===== src/hdl/fbtext_cfg.svh =====
// Framebuffer text engine constants
`ifndef FBTEXT_CFG_SVH
`define FBTEXT_CFG_SVH

// Framebuffer page and glyph geometry
`define FB_BYTES_PER_PAGE 16
`define FB_GLYPH_ROWS     8
`define FB_LINE_GLYPHS    16
`define FB_GLYPH_BLANK    16
`define FB_ADDR_W         27

// PS/2 byte history
`define FB_PS2_DEPTH      8
`define FB_PS2_TEXT_LINE  10

// Supported display resolutions
`define FB_RES_W0         640
`define FB_RES_H0         480
`define FB_RES_W1         800
`define FB_RES_H1         600
`define FB_RES_W2         1024
`define FB_RES_H2         768
`define FB_RES_W3         1280
`define FB_RES_H3         1024

`endif


===== src/hdl/glyph_rom.hex =====
// One 64-bit bitmap per line for glyphs 0 to F and then the blank
// Scanline r of a glyph sits in bits 8r+7 to 8r
003C6666766E663C
007E181818183818
007E60300C06663C
003C66061C06663C
000C0C7E6C3C1C0C
003C6606067C607E
003C6666667C603C
00303030180C067E
003C66663C66663C
00380C063E66663C
0066667E66663C18
007C66667C66667C
003C66606060663C
00786C6666666C78
007E60607C60607E
006060607C60607E
0000000000000000


===== src/hdl/fbtext_pkg.sv =====
// Framebuffer text engine types
`default_nettype none
`include "fbtext_cfg.svh"

package fbtext_pkg;

  // One framebuffer page, byte 0 in the low bits
  typedef logic [`FB_BYTES_PER_PAGE-1:0][7:0] page_t;

  // 0 to 15 are hex digits, 16 is blank
  typedef logic [4:0] glyph_code_t;

  // One text line of glyph codes, glyph 0 leftmost
  typedef glyph_code_t [`FB_LINE_GLYPHS-1:0] glyph_line_t;

  typedef enum logic [2:0] {
    REND_IDLE,
    REND_CLEAR,  // Zero page sweep
    REND_FETCH,  // First ROM lookup of a scanline
    REND_ROW,    // Streaming lookups into the page
    REND_WRITE   // Page presented, waiting on ready
  } render_state_t;

endpackage

`default_nettype wire


===== src/hdl/fbtext_top.sv =====
// Framebuffer text writer top level
`default_nettype none
`include "fbtext_cfg.svh"

module fbtext_top
  import fbtext_pkg::*;
(
  input  logic                  clk200,
  input  logic                  rst200,
  input  logic                  ps2_rx_valid,
  input  logic [7:0]            ps2_rx_data,
  input  logic                  clear_req,
  input  logic [1:0]            res_sel,
  input  logic                  mem_wready,
  output logic                  mem_wvalid,
  output logic [`FB_ADDR_W-1:0] mem_waddr,
  output page_t                 mem_wdata,
  output logic                  busy
);

  logic        line_pending;
  glyph_line_t line_glyphs;
  logic        line_take;

  ps2_hex_line i_ps2_hex_line (
    .clk200       (clk200),
    .rst200       (rst200),
    .ps2_rx_valid (ps2_rx_valid),
    .ps2_rx_data  (ps2_rx_data),
    .line_take    (line_take),
    .line_pending (line_pending),
    .line_glyphs  (line_glyphs)
  );

  // Owns the framebuffer write port and the glyph ROM
  text_renderer i_text_renderer (
    .clk200       (clk200),
    .rst200       (rst200),
    .clear_req    (clear_req),
    .res_sel      (res_sel),
    .line_pending (line_pending),
    .line_glyphs  (line_glyphs),
    .mem_wready   (mem_wready),
    .line_take    (line_take),
    .mem_wvalid   (mem_wvalid),
    .mem_waddr    (mem_waddr),
    .mem_wdata    (mem_wdata),
    .busy         (busy)
  );

endmodule

`default_nettype wire


===== src/hdl/glyph_rom.sv =====
// Hex digit glyph ROM
`default_nettype none
`include "fbtext_cfg.svh"

module glyph_rom
  import fbtext_pkg::*;
(
  input  logic        clk200,
  input  glyph_code_t glyph_code,
  input  logic [2:0]  glyph_row,
  output logic [7:0]  glyph_bits
);

  // Scanline r of a glyph sits in bits [8r+7:8r]
  logic [8*`FB_GLYPH_ROWS-1:0] glyph_mem [0:`FB_GLYPH_BLANK];

  initial begin
    $readmemh("/design/src/hdl/glyph_rom.hex", glyph_mem);
  end

  always_ff @(posedge clk200) begin
    if (glyph_code <= glyph_code_t'(`FB_GLYPH_BLANK)) begin
      glyph_bits <= glyph_mem[glyph_code][{glyph_row, 3'b000} +: 8];
    end else begin
      glyph_bits <= '0; // Codes past the blank draw nothing
    end
  end

endmodule

`default_nettype wire


===== src/hdl/ps2_hex_line.sv =====
// PS/2 byte history as hex glyphs
`default_nettype none
`include "fbtext_cfg.svh"

module ps2_hex_line
  import fbtext_pkg::*;
(
  input  logic        clk200,
  input  logic        rst200,
  input  logic        ps2_rx_valid,
  input  logic [7:0]  ps2_rx_data,
  input  logic        line_take,
  output logic        line_pending,
  output glyph_line_t line_glyphs
);

  // Glyph codes for hex digits match the nibble value
  function automatic glyph_code_t hex_glyph(input logic [3:0] nibble);
    return {1'b0, nibble};
  endfunction

  // --------------------------------------------------------------------------
  // History shift register
  // --------------------------------------------------------------------------
  // Each byte occupies a pair of slots, newest pair at slots 1:0
  always_ff @(posedge clk200) begin
    if (rst200) begin
      for (int i = 0; i < `FB_LINE_GLYPHS; i++) begin
        line_glyphs[i] <= glyph_code_t'(`FB_GLYPH_BLANK);
      end
    end else if (ps2_rx_valid) begin
      for (int i = `FB_PS2_DEPTH - 1; i > 0; i--) begin
        line_glyphs[i*2 +: 2] <= line_glyphs[(i-1)*2 +: 2];
      end
      line_glyphs[0] <= hex_glyph(ps2_rx_data[3:0]); // Low nibble leftmost
      line_glyphs[1] <= hex_glyph(ps2_rx_data[7:4]);
    end
  end

  // --------------------------------------------------------------------------
  // Redraw request
  // --------------------------------------------------------------------------
  // A new byte wins over a take in the same cycle, so nothing is dropped
  always_ff @(posedge clk200) begin
    if (rst200) begin
      line_pending <= 1'b0;
    end else if (ps2_rx_valid) begin
      line_pending <= 1'b1;
    end else if (line_take) begin
      line_pending <= 1'b0;
    end
  end

endmodule

`default_nettype wire


===== src/hdl/text_renderer.sv =====
// Screen clear and glyph line renderer
`default_nettype none
`include "fbtext_cfg.svh"

module text_renderer
  import fbtext_pkg::*;
(
  input  logic                  clk200,
  input  logic                  rst200,
  input  logic                  clear_req,
  input  logic [1:0]            res_sel,
  input  logic                  line_pending,
  input  glyph_line_t           line_glyphs,
  input  logic                  mem_wready,
  output logic                  line_take,
  output logic                  mem_wvalid,
  output logic [`FB_ADDR_W-1:0] mem_waddr,
  output page_t                 mem_wdata,
  output logic                  busy
);

  localparam int ADDR_W = `FB_ADDR_W;
  localparam int BPP    = `FB_BYTES_PER_PAGE;

  render_state_t     state;
  logic              clr_pend;
  logic [1:0]        res_capt;    // Resolution of the pending clear
  logic [ADDR_W-1:0] pitch;       // Bytes per scanline
  logic [ADDR_W-1:0] clr_last;    // Address of the final clear page
  glyph_line_t       text_capt;
  logic [2:0]        row_idx;
  logic [3:0]        fetch_idx;   // Glyph at the ROM input
  logic [3:0]        place_idx;   // Glyph whose byte leaves the ROM
  glyph_code_t       glyph_code;
  logic [2:0]        glyph_row;
  logic [7:0]        glyph_bits;

  // Width rounded up to whole pages, in bytes
  function automatic logic [ADDR_W-1:0] res_pitch(input logic [1:0] sel);
    int width;
    case (sel)
      2'd0:    width = `FB_RES_W0;
      2'd1:    width = `FB_RES_W1;
      2'd2:    width = `FB_RES_W2;
      default: width = `FB_RES_W3;
    endcase
    return ADDR_W'(((width + 8*BPP - 1) / (8*BPP)) * BPP);
  endfunction

  function automatic logic [ADDR_W-1:0] res_height(input logic [1:0] sel);
    case (sel)
      2'd0:    return ADDR_W'(`FB_RES_H0);
      2'd1:    return ADDR_W'(`FB_RES_H1);
      2'd2:    return ADDR_W'(`FB_RES_H2);
      default: return ADDR_W'(`FB_RES_H3);
    endcase
  endfunction

  assign busy       = (state != REND_IDLE);
  assign line_take  = (state == REND_IDLE) && !clr_pend && line_pending;
  assign glyph_code = text_capt[fetch_idx];
  assign glyph_row  = row_idx;

  glyph_rom i_glyph_rom (
    .clk200     (clk200),
    .glyph_code (glyph_code),
    .glyph_row  (glyph_row),
    .glyph_bits (glyph_bits)
  );

  // --------------------------------------------------------------------------
  // Render FSM
  // --------------------------------------------------------------------------
  always_ff @(posedge clk200) begin
    if (rst200) begin
      state      <= REND_IDLE;
      clr_pend   <= 1'b0;
      mem_wvalid <= 1'b0;
      pitch      <= res_pitch(2'd0);
      row_idx    <= '0;
      fetch_idx  <= '0;
    end else begin
      case (state)
        REND_IDLE: begin
          if (clr_pend) begin // Clear beats a pending line
            clr_pend   <= 1'b0;
            pitch      <= res_pitch(res_capt);
            clr_last   <= res_height(res_capt) * res_pitch(res_capt) - ADDR_W'(BPP);
            mem_waddr  <= '0;
            mem_wdata  <= '0;
            mem_wvalid <= 1'b1;
            state      <= REND_CLEAR;
          end else if (line_pending) begin
            text_capt <= line_glyphs;
            row_idx   <= '0;
            state     <= REND_FETCH;
          end
        end
        REND_CLEAR: begin
          if (mem_wready) begin
            if (mem_waddr == clr_last) begin
              mem_wvalid <= 1'b0;
              state      <= REND_IDLE;
            end else begin
              mem_waddr <= mem_waddr + ADDR_W'(BPP);
            end
          end
        end
        REND_FETCH: begin
          fetch_idx <= fetch_idx + 1'b1;
          place_idx <= fetch_idx;
          state     <= REND_ROW;
        end
        REND_ROW: begin
          mem_wdata[place_idx] <= glyph_bits;
          fetch_idx            <= fetch_idx + 1'b1;
          place_idx            <= fetch_idx;
          if (place_idx == 4'(`FB_LINE_GLYPHS - 1)) begin
            // Last byte placed, page is complete
            fetch_idx  <= '0;
            mem_waddr  <= (ADDR_W'(`FB_PS2_TEXT_LINE) + ADDR_W'(row_idx)) * pitch;
            mem_wvalid <= 1'b1;
            state      <= REND_WRITE;
          end
        end
        REND_WRITE: begin
          if (mem_wready) begin
            mem_wvalid <= 1'b0;
            if (row_idx == 3'(`FB_GLYPH_ROWS - 1)) begin
              row_idx <= '0;
              state   <= REND_IDLE;
            end else begin
              row_idx <= row_idx + 1'b1;
              state   <= REND_FETCH;
            end
          end
        end
        default: state <= REND_IDLE;
      endcase

      // Late so a new request overrides the take in IDLE
      if (clear_req) begin
        clr_pend <= 1'b1;
        res_capt <= res_sel;
      end
    end
  end

endmodule

`default_nettype wire


===== config.mk =====
export PLATFORM = sky130hd
export DESIGN_NAME = fbtext_top
export DESIGN_NICKNAME = d
export VERILOG_FILES = /design/src/hdl/fbtext_pkg.sv /design/src/hdl/fbtext_top.sv /design/src/hdl/glyph_rom.sv /design/src/hdl/ps2_hex_line.sv /design/src/hdl/text_renderer.sv
export VERILOG_INCLUDE_DIRS = /design/src /design/src/hdl
export SDC_FILE = /design/constraint.sdc
export NUM_CORES = 1
export LEC_CHECK = 0
export BUFFER_PORTS_ARGS = -buffer_cell sky130_fd_sc_hd__buf_4
export CAP_MARGIN = 30
export CORE_MARGIN = 3
export CORE_UTILIZATION = 45
export CTS_CLUSTER_SIZE = 30
export DETAILED_ROUTE_END_ITERATION = 7
export GPL_TIMING_DRIVEN = 0
export MAX_ROUTING_LAYER = met4
export PLACE_DENSITY_LB_ADDON = 0.15
export SYNTH_ARGS = -nofsm -noshare
export SYNTH_HDL_FRONTEND = slang
export SYNTH_HIERARCHICAL = 1
export SYNTH_SLANG_ARGS = --single-unit

===== constraint.sdc =====
create_clock -name clk200 -period 10.1 [get_ports clk200]
set_clock_uncertainty 0.05 [all_clocks]
set_input_delay 0.505 -clock clk200 [delete_from_list [all_inputs] [get_ports clk200]]
set_output_delay 0.505 -clock clk200 [all_outputs]
set_load 0.005 [all_outputs]

# == After elaboration in Yosys (flattened, before gate mapping) ==
# Cells that the tools add are included.
# totals
reg_bits,392
input_bits,15
word_cells,167
# op_classes
magnitude_cmp,4
n_shift,1
reduce_logical,26
addsub,8
n_mux,45
n_bitwise,3
n_mul,2
eq_ne,18
# op_table
operator,count
128-bit case mux with 2 select lines,1
27-bit 2-to-1 mux,7
128-bit bitwise mux,1
128-bit 2-to-1 mux,1
32-bit 2-to-1 mux,3
27-bit case mux with 3 select lines,1
11-bit case mux with 3 select lines,2
64-bit by 7-bit variable part select with 8-bit output (first input constant),1
27-bit by 23-bit multiplier with 23-bit output,2
32-bit by 9-bit adder with 32-bit output (second input constant),1
8-bit demux with 4-bit select,1
32-bit by 2-bit subtractor with 32-bit output (second input constant),1
3-bit 2-to-1 mux,10
27-bit by 5-bit adder with 27-bit output (second input constant),1
27-bit == test,1
27-bit by 5-bit subtractor with 27-bit output (second input constant),1
23-bit by 1-bit adder with 23-bit output,1
5-bit binary-select mux with 4-bit select,1
3-bit case mux with 5 select lines,1
6-bit AND reduction,2
4-bit by 5-bit less-than comparator with 1-bit output (second input constant),2
2-bit inequality test (second input constant),5
2-bit nonzero test,5
1-bit 2-to-1 mux,9
other kinds (34),46

# == Depth between registers and ports, before layout ==
# Gate-level depths: netlist of the first run.
# logic_depth
word_depth,12
mapped_depth,17
ltp_nobuf,16

# == Hierarchy ==
# Netlist of the first run, hierarchy kept.
# by_module_without_submodules
module,area_per_inst_um2,cells_each,instances
text_renderer,13644.3,1171,1
ps2_hex_line,2681.3,243,1
glyph_rom,63.8,9,1

# == Worst setup path after synthesis of the first run ==
# Ideal clock, no wire load.
# synth_timing
kind,reg-to-reg
startpoint,register i_text_renderer.state[1]
endpoint,register i_text_renderer/mem_wdata[0] (netlist name) (enable)
stages_incl_launch_ff,4
t_arrival_ns,7.226
path_buffers,0
slack_ns,2.167
required_time_ns,9.393
path_cell_list,dfxtp_1 nor3_1 nand2_1 a21oi_1
# synth_between
elab_chain_len,3
word_cells_on_any_way,5
classes_between,2 x eq/ne; 3 x reduce/logical
# synth_lines
element,line_no,text
"start, declared",text_renderer.sv:25,render_state_t state;
"start signal, assigned",text_renderer.sv:76,state <= REND_IDLE;
"start signal, assigned",text_renderer.sv:92,state <= REND_CLEAR;
"start signal, assigned",text_renderer.sv:96,state <= REND_FETCH;
3-bit logical NOT or 3-bit by 2-bit == test with 1-bit output (tied branches),text_renderer.sv:83,case (state)
2-bit by 1-bit inequality test with 1-bit output (no line) or 2-bit nonzero test (tied branches),-,
3-bit AND reduction (no line) *,-,
"end signal, assigned by index",text_renderer.sv:115,mem_wdata[place_idx] <= glyph_bits;
"end, declared",text_renderer.sv:18,"output page_t mem_wdata,"
# Mark *: on every way between the ends. The rest lies on a longest branch, timed or not.
# A chain may end at the register's enable or synchronous reset.

# == Worst setup path after layout of the first run ==
# layout_timing
startpoint,register i_text_renderer.res_capt[1]
endpoint,register i_text_renderer.clr_last[19] (data pin)
# layout_between
elab_chain_len,12
word_cells_on_any_way,18
classes_between,4 x add/sub; 1 x mul; 2 x eq/ne; 8 x mux; 1 x bitwise; 2 x reduce/logical
# layout_lines
element,line_no,text
"start, declared",text_renderer.sv:27,logic [1:0] res_capt;
"start signal, assigned",text_renderer.sv:144,res_capt <= res_sel;
2-bit == test (tied with other cells),"text_renderer.sv:41, text_renderer.sv:51",
11-bit case mux with 3 select lines,text_renderer.sv:41,case (sel)
32-bit 2-to-1 mux,text_renderer.sv:85,if (clr_pend) begin
32-bit 2-to-1 mux,text_renderer.sv:83,
32-bit 2-to-1 mux,text_renderer.sv:75,if (rst200) begin
32-bit by 9-bit adder with 32-bit output,text_renderer.sv:47,return ADDR_W'(((width + 8*BPP - 1) / (8*BPP)) * BPP);
32-bit by 2-bit subtractor with 32-bit output,text_renderer.sv:47,
7-bit OR reduction (no line),-,
1-bit bitwise AND (no line),-,
23-bit by 1-bit adder with 23-bit output (no line),-,
27-bit by 23-bit multiplier with 23-bit output *,text_renderer.sv:88,clr_last <= res_height(res_capt) * res_pitch(res_capt) - ADDR_W'(BPP);
27-bit by 5-bit subtractor with 27-bit output *,text_renderer.sv:88,
"end signal, assigned",text_renderer.sv:88,
"end, declared",text_renderer.sv:29,logic [ADDR_W-1:0] clr_last;
# Mark *: on every way between the ends. The rest lies on a longest branch, timed or not. The select of a mux whose other input is x is not followed.

==> results.sh, run 1 <==
export IMPL_rsz0062_at_grt="no"
export IMPL_required_ns=10.24
export IMPL_drt_wl_total_mm=27.6
export IMPL_dp_slack_ns=5.69
export IMPL_maxCapViolCount=0
export IMPL_hold_path_class="in -> reg"
export IMPL_worstReg2RegEnd="i_text_renderer/clr_last[19]$_DFFE_PP_"
export IMPL_ios=172
export IMPL_yosys_warnings=6
export IMPL_cts_resized=0
export IMPL_initial_core_util_pct=46.5
export IMPL_reg2reg_slack_ns=5.74
export IMPL_hold_viol_final=0
export IMPL_gr_usage_all_layers_pct=21.9
export IMPL_fin_ws_ns=5.74
export IMPL_finalCriticalPeriod_ns=4.36
export IMPL_fin_util_pct=56.7
export IMPL_finalCritPeriodShare_pct=43.2
export IMPL_cp_endpoint="i_text_renderer/clr_last[19]$_DFFE_PP_"
export IMPL_syn_area_um2=10700
export IMPL_die_area_um2=25700
export IMPL_initialDrtViolationCount=690
export IMPL_placed_area_um2=12500
export IMPL_die_x_um=160
export IMPL_core_region_area_um2=23100
export IMPL_synth_avg_cell_area_um2=9.94
export IMPL_num_vias=8502
export IMPL_grt_pass1_wl_mm=43.8
export IMPL_final_max_slew_viol_count=0
export IMPL_p_leak_nw=5.22
export IMPL_grt_overflow_total=0
export IMPL_die_h_um=160
export IMPL_end_kind="flop"
export IMPL_power_mw=1.84
export IMPL_ir_drop_v=0.000105
export IMPL_design_area_um2=13100
export IMPL_crit_fanout=10
export IMPL_drtAntennaViolNets=0
export IMPL_tightest_slew_ns=1.07
export IMPL_setup_worst_path_start_class="flop"
export IMPL_globalplace_congestion=0.834
export IMPL_regArea_um2=5650
export IMPL_std_cell_rows=55
export IMPL_place_hpwl_mm=20.3
export IMPL_cts_tree="yes"
export IMPL_final_nets=1359
export IMPL_finalSetupViolations=0
export IMPL_dr_pass1_iters=7
export IMPL_multi_input_area_um2=4710
export IMPL_cts_root_buf="clkbuf_16"
export IMPL_critPathLaunch="i_text_renderer/res_capt[1]$_DFFE_PP_"
export IMPL_r2r_start="i_text_renderer/res_capt[1]$_DFFE_PP_"
export IMPL_syn_inst=1079
export IMPL_clockBufferDepth=2
export IMPL_cp_arrival_ns=4.50
export IMPL_drive_gt1_share_pct=18.4
export IMPL_p_per_area_nw_per_um2=140
export IMPL_clock_sinks=194
export IMPL_via_per_inst=5.30
export IMPL_area_delta_synth_final_pct=21.8
export IMPL_worstSkewPairLatency_ns=0.43
export IMPL_crit_type="reg -> reg"
export IMPL_cts_made_buffers=17
export IMPL_status="finished clean"
export IMPL_grt_max_degree=30
export IMPL_cts_hold_buf=0
export IMPL_htreeDepth=4
export IMPL_clk_pin_slew_ns=0.08
export IMPL_wl_per_cell_um=17.2
export IMPL_n_fill_cell=2030
export IMPL_r2r_cells=14
export IMPL_antenna_found_initial=0
export IMPL_timing_fmax_mhz=229
export IMPL_hp_start="res_sel[0]"
export IMPL_num_antenna_cells=0
export IMPL_grt_pass1_vias=7861
export IMPL_post_cts_buffers=0
export IMPL_port_buffers=157
export IMPL_slew_headroom_pct=28.0
export IMPL_route_detailed_drc=0
[per-stage QoR]
| stage | instances | hold slack (ns) | TNS, ns |
|---|---|---|---|
| floorplan | 1096 | 0.356 | 0 |
| global placement | 1566 | 0.363 | -139.94 |
| detailed placement | 1573 | 0.362 | 0 |
| CTS | 1604 | 0.176 | 0 |
| global route | 1604 | 0.171 | 0 |
| finish | 1604 | 0.193 | 0 |
[cell type report]
cell class | instances | share of cell area [%]
tap | 313 | 3.00
clock inverter | 14 | 1.11
clock buffer | 17 | 3.26
multi-input combinational | 803 | 36.1
sequential | 194 | 43.2
timing repair buffer | 164 | 9.85
inverter | 27 | 0.776
buffer | 72 | 2.72
[routing by layer]
metal	vias up	track usage, %	share of wire [%]
met5	-	-	0
met4	0	5.29	1.4
met3	26	3.66	5.8
met2	252	33.0	47
met1	4106	31.2	46
li1	4118	-	-
[placed cells by master, fill, tap and decap left out, types with 5 or more instances in the layout]
cell and instances:
and3_1 5, a21oi_1 137, clkbuf_1 31, edfxtp_1 176, nor3_1 15, conb_1 19
a31oi_1 5, o21ai_0 18, clkbuf_16 17, inv_1 27, xnor2_1 26, fa_1 9
nand2b_1 11, and2_1 18, nand2_1 281, nor2b_1 14, ha_1 56, nand4_1 10
buf_2 16, nor2_1 65, dfxtp_1 18, o22ai_1 6, mux2i_1 9, buf_1 11
xor2_1 27, nand3_1 23, buf_4 171
[critical path: stages (launching register included)]
cell and delay, ns:
edfxtp_1 0.47, inv_1 0.17, ha_1 0.29, buf_4 0.21, inv_1 0.14, nor4b_1 0.45, clkdlybuf4s15_2 0.33, a21oi_1 0.08
nor2_1 0.20, fa_1 0.45, ha_1 0.32, ha_1 0.35, nor3b_1 0.34, a221oi_2 0.13, xnor2_1 0.14
[worst min path at each step]
stage | to | depth (start not counted)
final | i_text_renderer/res_capt[0]$_DFFE_PP_ | 1
after global routing | i_text_renderer/res_capt[0]$_DFFE_PP_ | 1
after global placement | i_text_renderer/place_idx[2]$_DFFE_PP_ | 0
after floorplan | i_text_renderer/place_idx[2]$_DFFE_PP_ | 0
after detailed placement | i_text_renderer/place_idx[3]$_DFFE_PP_ | 0
after CTS | i_text_renderer/res_capt[0]$_DFFE_PP_ | 1
[registers in the layout (all words and copies together), names as in the netlist]
register / cells
i_text_renderer/place_idx: 4
i_text_renderer/fetch_idx: 4
i_text_renderer/pitch: 5
i_ps2_hex_line/line_pending: 1
i_text_renderer/mem_wvalid: 1
i_text_renderer/clr_pend: 1
i_text_renderer/clr_last: 19
i_text_renderer/state: 3
i_text_renderer/res_capt: 2
i_text_renderer/mem_wdata: 128
i_text_renderer/glyph_row: 3
i_text_renderer/mem_waddr: 23
[power breakdown]
| part | leakage (nW) | switching [mW] | internal, mW |
|---|---|---|---|
| Sequential | 1.80 | 0.0311 | 0.916 |
| Combinational | 3.14 | 0.131 | 0.0939 |
| Clock | 0.275 | 0.316 | 0.347 |
Note: power is estimated with default switching activity, not from simulation.
==> run 2, diff against run 1 <==
clock period = 3.93 ns   (was 10.1 ns; I/O delays follow)
==> results.sh, run 2 (synthesis results as in run 1) <==
export IMPL_wl_per_cell_um=17.1
export IMPL_final_nets=1372
export IMPL_die_x_um=160
export IMPL_clock_power_share_pct=35.6
export IMPL_worstSkewPairLatency_ns=0.43
export IMPL_final_max_slew_viol_count=0
export IMPL_antenna_found_initial=0
export IMPL_std_cell_rows=55
export IMPL_whs_ns=0.109
export IMPL_required_ns=4.07
export IMPL_cp_slowest_stage_delay_ns=0.47
export IMPL_finalCritPeriodShare_pct=96.5
export IMPL_die_area_um2=25700
export IMPL_crit_chain="inv_4 > ha_4 > and2_4 > nand2_1 > xor2_1 > and2_4 > fa_1 > nor2_1 > nor2_1 > ha_1 > ha_1 > ha_1 > and2b_1 > o21ai_1 > a221oi_2 > xnor2_1"
export IMPL_cp_slowest_cell="edfxtp_1"
export IMPL_timing_fmax_mhz=264
export IMPL_route_detailed_drc=0
export IMPL_cts_made_buffers=17
export IMPL_htreeDepth=4
export IMPL_critPathBufInv=1
export IMPL_grt_overflow_total=0
export IMPL_crit_top_cell="ha_1"
export IMPL_worstReg2RegEnd="i_text_renderer/clr_last[19]$_DFFE_PP_"
export IMPL_top_register="i_text_renderer/mem_wdata"
export IMPL_hp_start="mem_wready"
export IMPL_clk_pin_slew_ns=0.07
export IMPL_fin_ws_ns=0.138
export IMPL_num_vias=8466
export IMPL_finalSetupViolations=0
export IMPL_area_delta_synth_final_pct=24.4
export IMPL_clock_sinks=194
export IMPL_r2r_start="i_text_renderer/res_capt[1]$_DFFE_PP_"
export IMPL_num_antenna_cells=0
export IMPL_globalplace_congestion=0.846
export IMPL_crit_fanout=7
export IMPL_r2r_cells=16
export IMPL_hold_viol_final=0
export IMPL_drt_wl_total_mm=27.7
export IMPL_setup_tns_ns=0
export IMPL_combPwrFrac_pct=12.9
export IMPL_initial_core_util_pct=46.5
export IMPL_critPathLaunch="i_text_renderer/res_capt[1]$_DFFE_PP_"
export IMPL_setup_worst_path_start_class="flop"
export IMPL_grt_pass1_vias=7984
export IMPL_hold_depth=2
export IMPL_dr_pass1_iters=5
export IMPL_initialDrtViolationCount=544
export IMPL_crit_type="reg -> reg"
export IMPL_tightest_slew_ns=0.988
export IMPL_finalCriticalPeriod_ns=3.79
export IMPL_cp_arrival_ns=3.93
export IMPL_die_h_um=160
export IMPL_top_regs="i_text_renderer/mem_wdata (128), i_text_renderer/mem_waddr (23), i_text_renderer/clr_last (19)"
export IMPL_via_per_inst=5.23
export IMPL_fin_util_pct=57.9
export IMPL_core_region_area_um2=23100
export IMPL_dp_slack_ns=-0.351
export IMPL_p_leak_nw=5.31
export IMPL_reg2reg_slack_ns=0.14
export IMPL_grt_max_degree=27
export IMPL_ios=172
export IMPL_power_net_switching_mw=1.27
export IMPL_layout_commonest_cell="nand2_1"
export IMPL_drtAntennaViolNets=0
export IMPL_n_fill_cell=2071
export IMPL_cts_tree="yes"
export IMPL_largest_register_ffs=128
export IMPL_grt_pass1_wl_mm=43.9
export IMPL_port_buffers=157
export IMPL_netSwitchingFraction_pct=26.8
export IMPL_pwr_share_seq_pct=51.5
export IMPL_multi_input_area_um2=4820
export IMPL_regArea_um2=5650
export IMPL_ir_drop_v=0.000267
export IMPL_slew_headroom_pct=33.6
export IMPL_status="finished clean"
export IMPL_p_int_mw=3.46
export IMPL_crit_family="adder cells"
export IMPL_place_hpwl_mm=20.4
export IMPL_final_cell_mix="nand2_1 (281), buf_4 (179), edfxtp_1 (176)"
export IMPL_clockBufferDepth=2
export IMPL_end_kind="flop"
export IMPL_p_per_area_nw_per_um2=354
export IMPL_hold_path_endpoint="i_text_renderer/mem_wvalid$_SDFFE_PP0P_"
export IMPL_hold_path_class="in -> reg"
export IMPL_cts_root_buf="clkbuf_16"
export IMPL_maxCapViolCount=0
export IMPL_drive_gt1_share_pct=20.8
export IMPL_gr_usage_all_layers_pct=22.0
run 2: changes by cell type in the layout (fill, tap and decap cells not counted), moves of 3 or more:
cell,change
dlygate4sd3_1,+5
ha_4,+5
buf_4,+8
ha_1,-8
inv_6,-3
o21ai_1,+3
o21ai_0,-3
inv_1,-3
clkbuf_1,-3
ha_2,+3
clkinv_4,+3
run 2: routing by layer:
| metal | GRT usage, % | wire (um) |
|---|---|---|
| met1 | 30.4 | 12500 |
| met2 | 33.7 | 13000 |
| met3 | 3.28 | 1770 |
| met4 | 6.82 | 478 |
| met5 | - | 0 |
run 2: power by group through the flow:
stage               registers (mW)  clock network [mW]  logic [mW]
finish                        2.43                1.68       0.609
global route                  2.45                1.80       0.675
CTS                           2.43                1.72       0.583
detailed placement            2.48                   0       0.566
global placement              2.49                   0       0.535
floorplan                     2.47                   0       0.338
run 2: worst max-delay path by stage:
stage,slack (ns),cells after the start,endpoint
after floorplan,0.04,13,i_text_renderer/mem_waddr[12]$_SDFFCE_PN0P_
after global placement,-1.25,4,i_text_renderer/mem_wdata[16]$_SDFFCE_PN0P_
after detailed placement,-0.35,14,i_text_renderer/clr_last[19]$_DFFE_PP_
after CTS,0.001,16,i_text_renderer/clr_last[19]$_DFFE_PP_
after global routing,-0.009,16,i_text_renderer/clr_last[19]$_DFFE_PP_
final,0.14,16,i_text_renderer/clr_last[19]$_DFFE_PP_
run 2: through the flow:
step           area, um^2  instances  power (mW)
2_1_floorplan       10800       1096        2.81
6_report            13300       1618        4.72
3_5_place_dp        12500       1575        3.05
3_3_place_gp        12400       1566        3.02
5_1_grt             13300       1618        4.92
4_1_cts             13200       1612        4.74
run 2: area by class of cell:
type,count,share of cell area [%]
multi-input cells,803,36.1
clock inverters,15,1.10
plain buffers,68,2.55
clock buffers,17,3.19
inverters,27,0.807
repair buffers,181,10.9
flip-flops and latches,194,42.4
well taps,313,2.94
run 2: what timing repair did:
action                     4_1_cts  5_1_grt
pin swaps                        2        7
hold endpoints to repair         5        0
cloned                           0        0
setup endpoints to repair        7        6
hold buffers                     5        0
gates resized for setup         20       15
setup buffers                    3        6
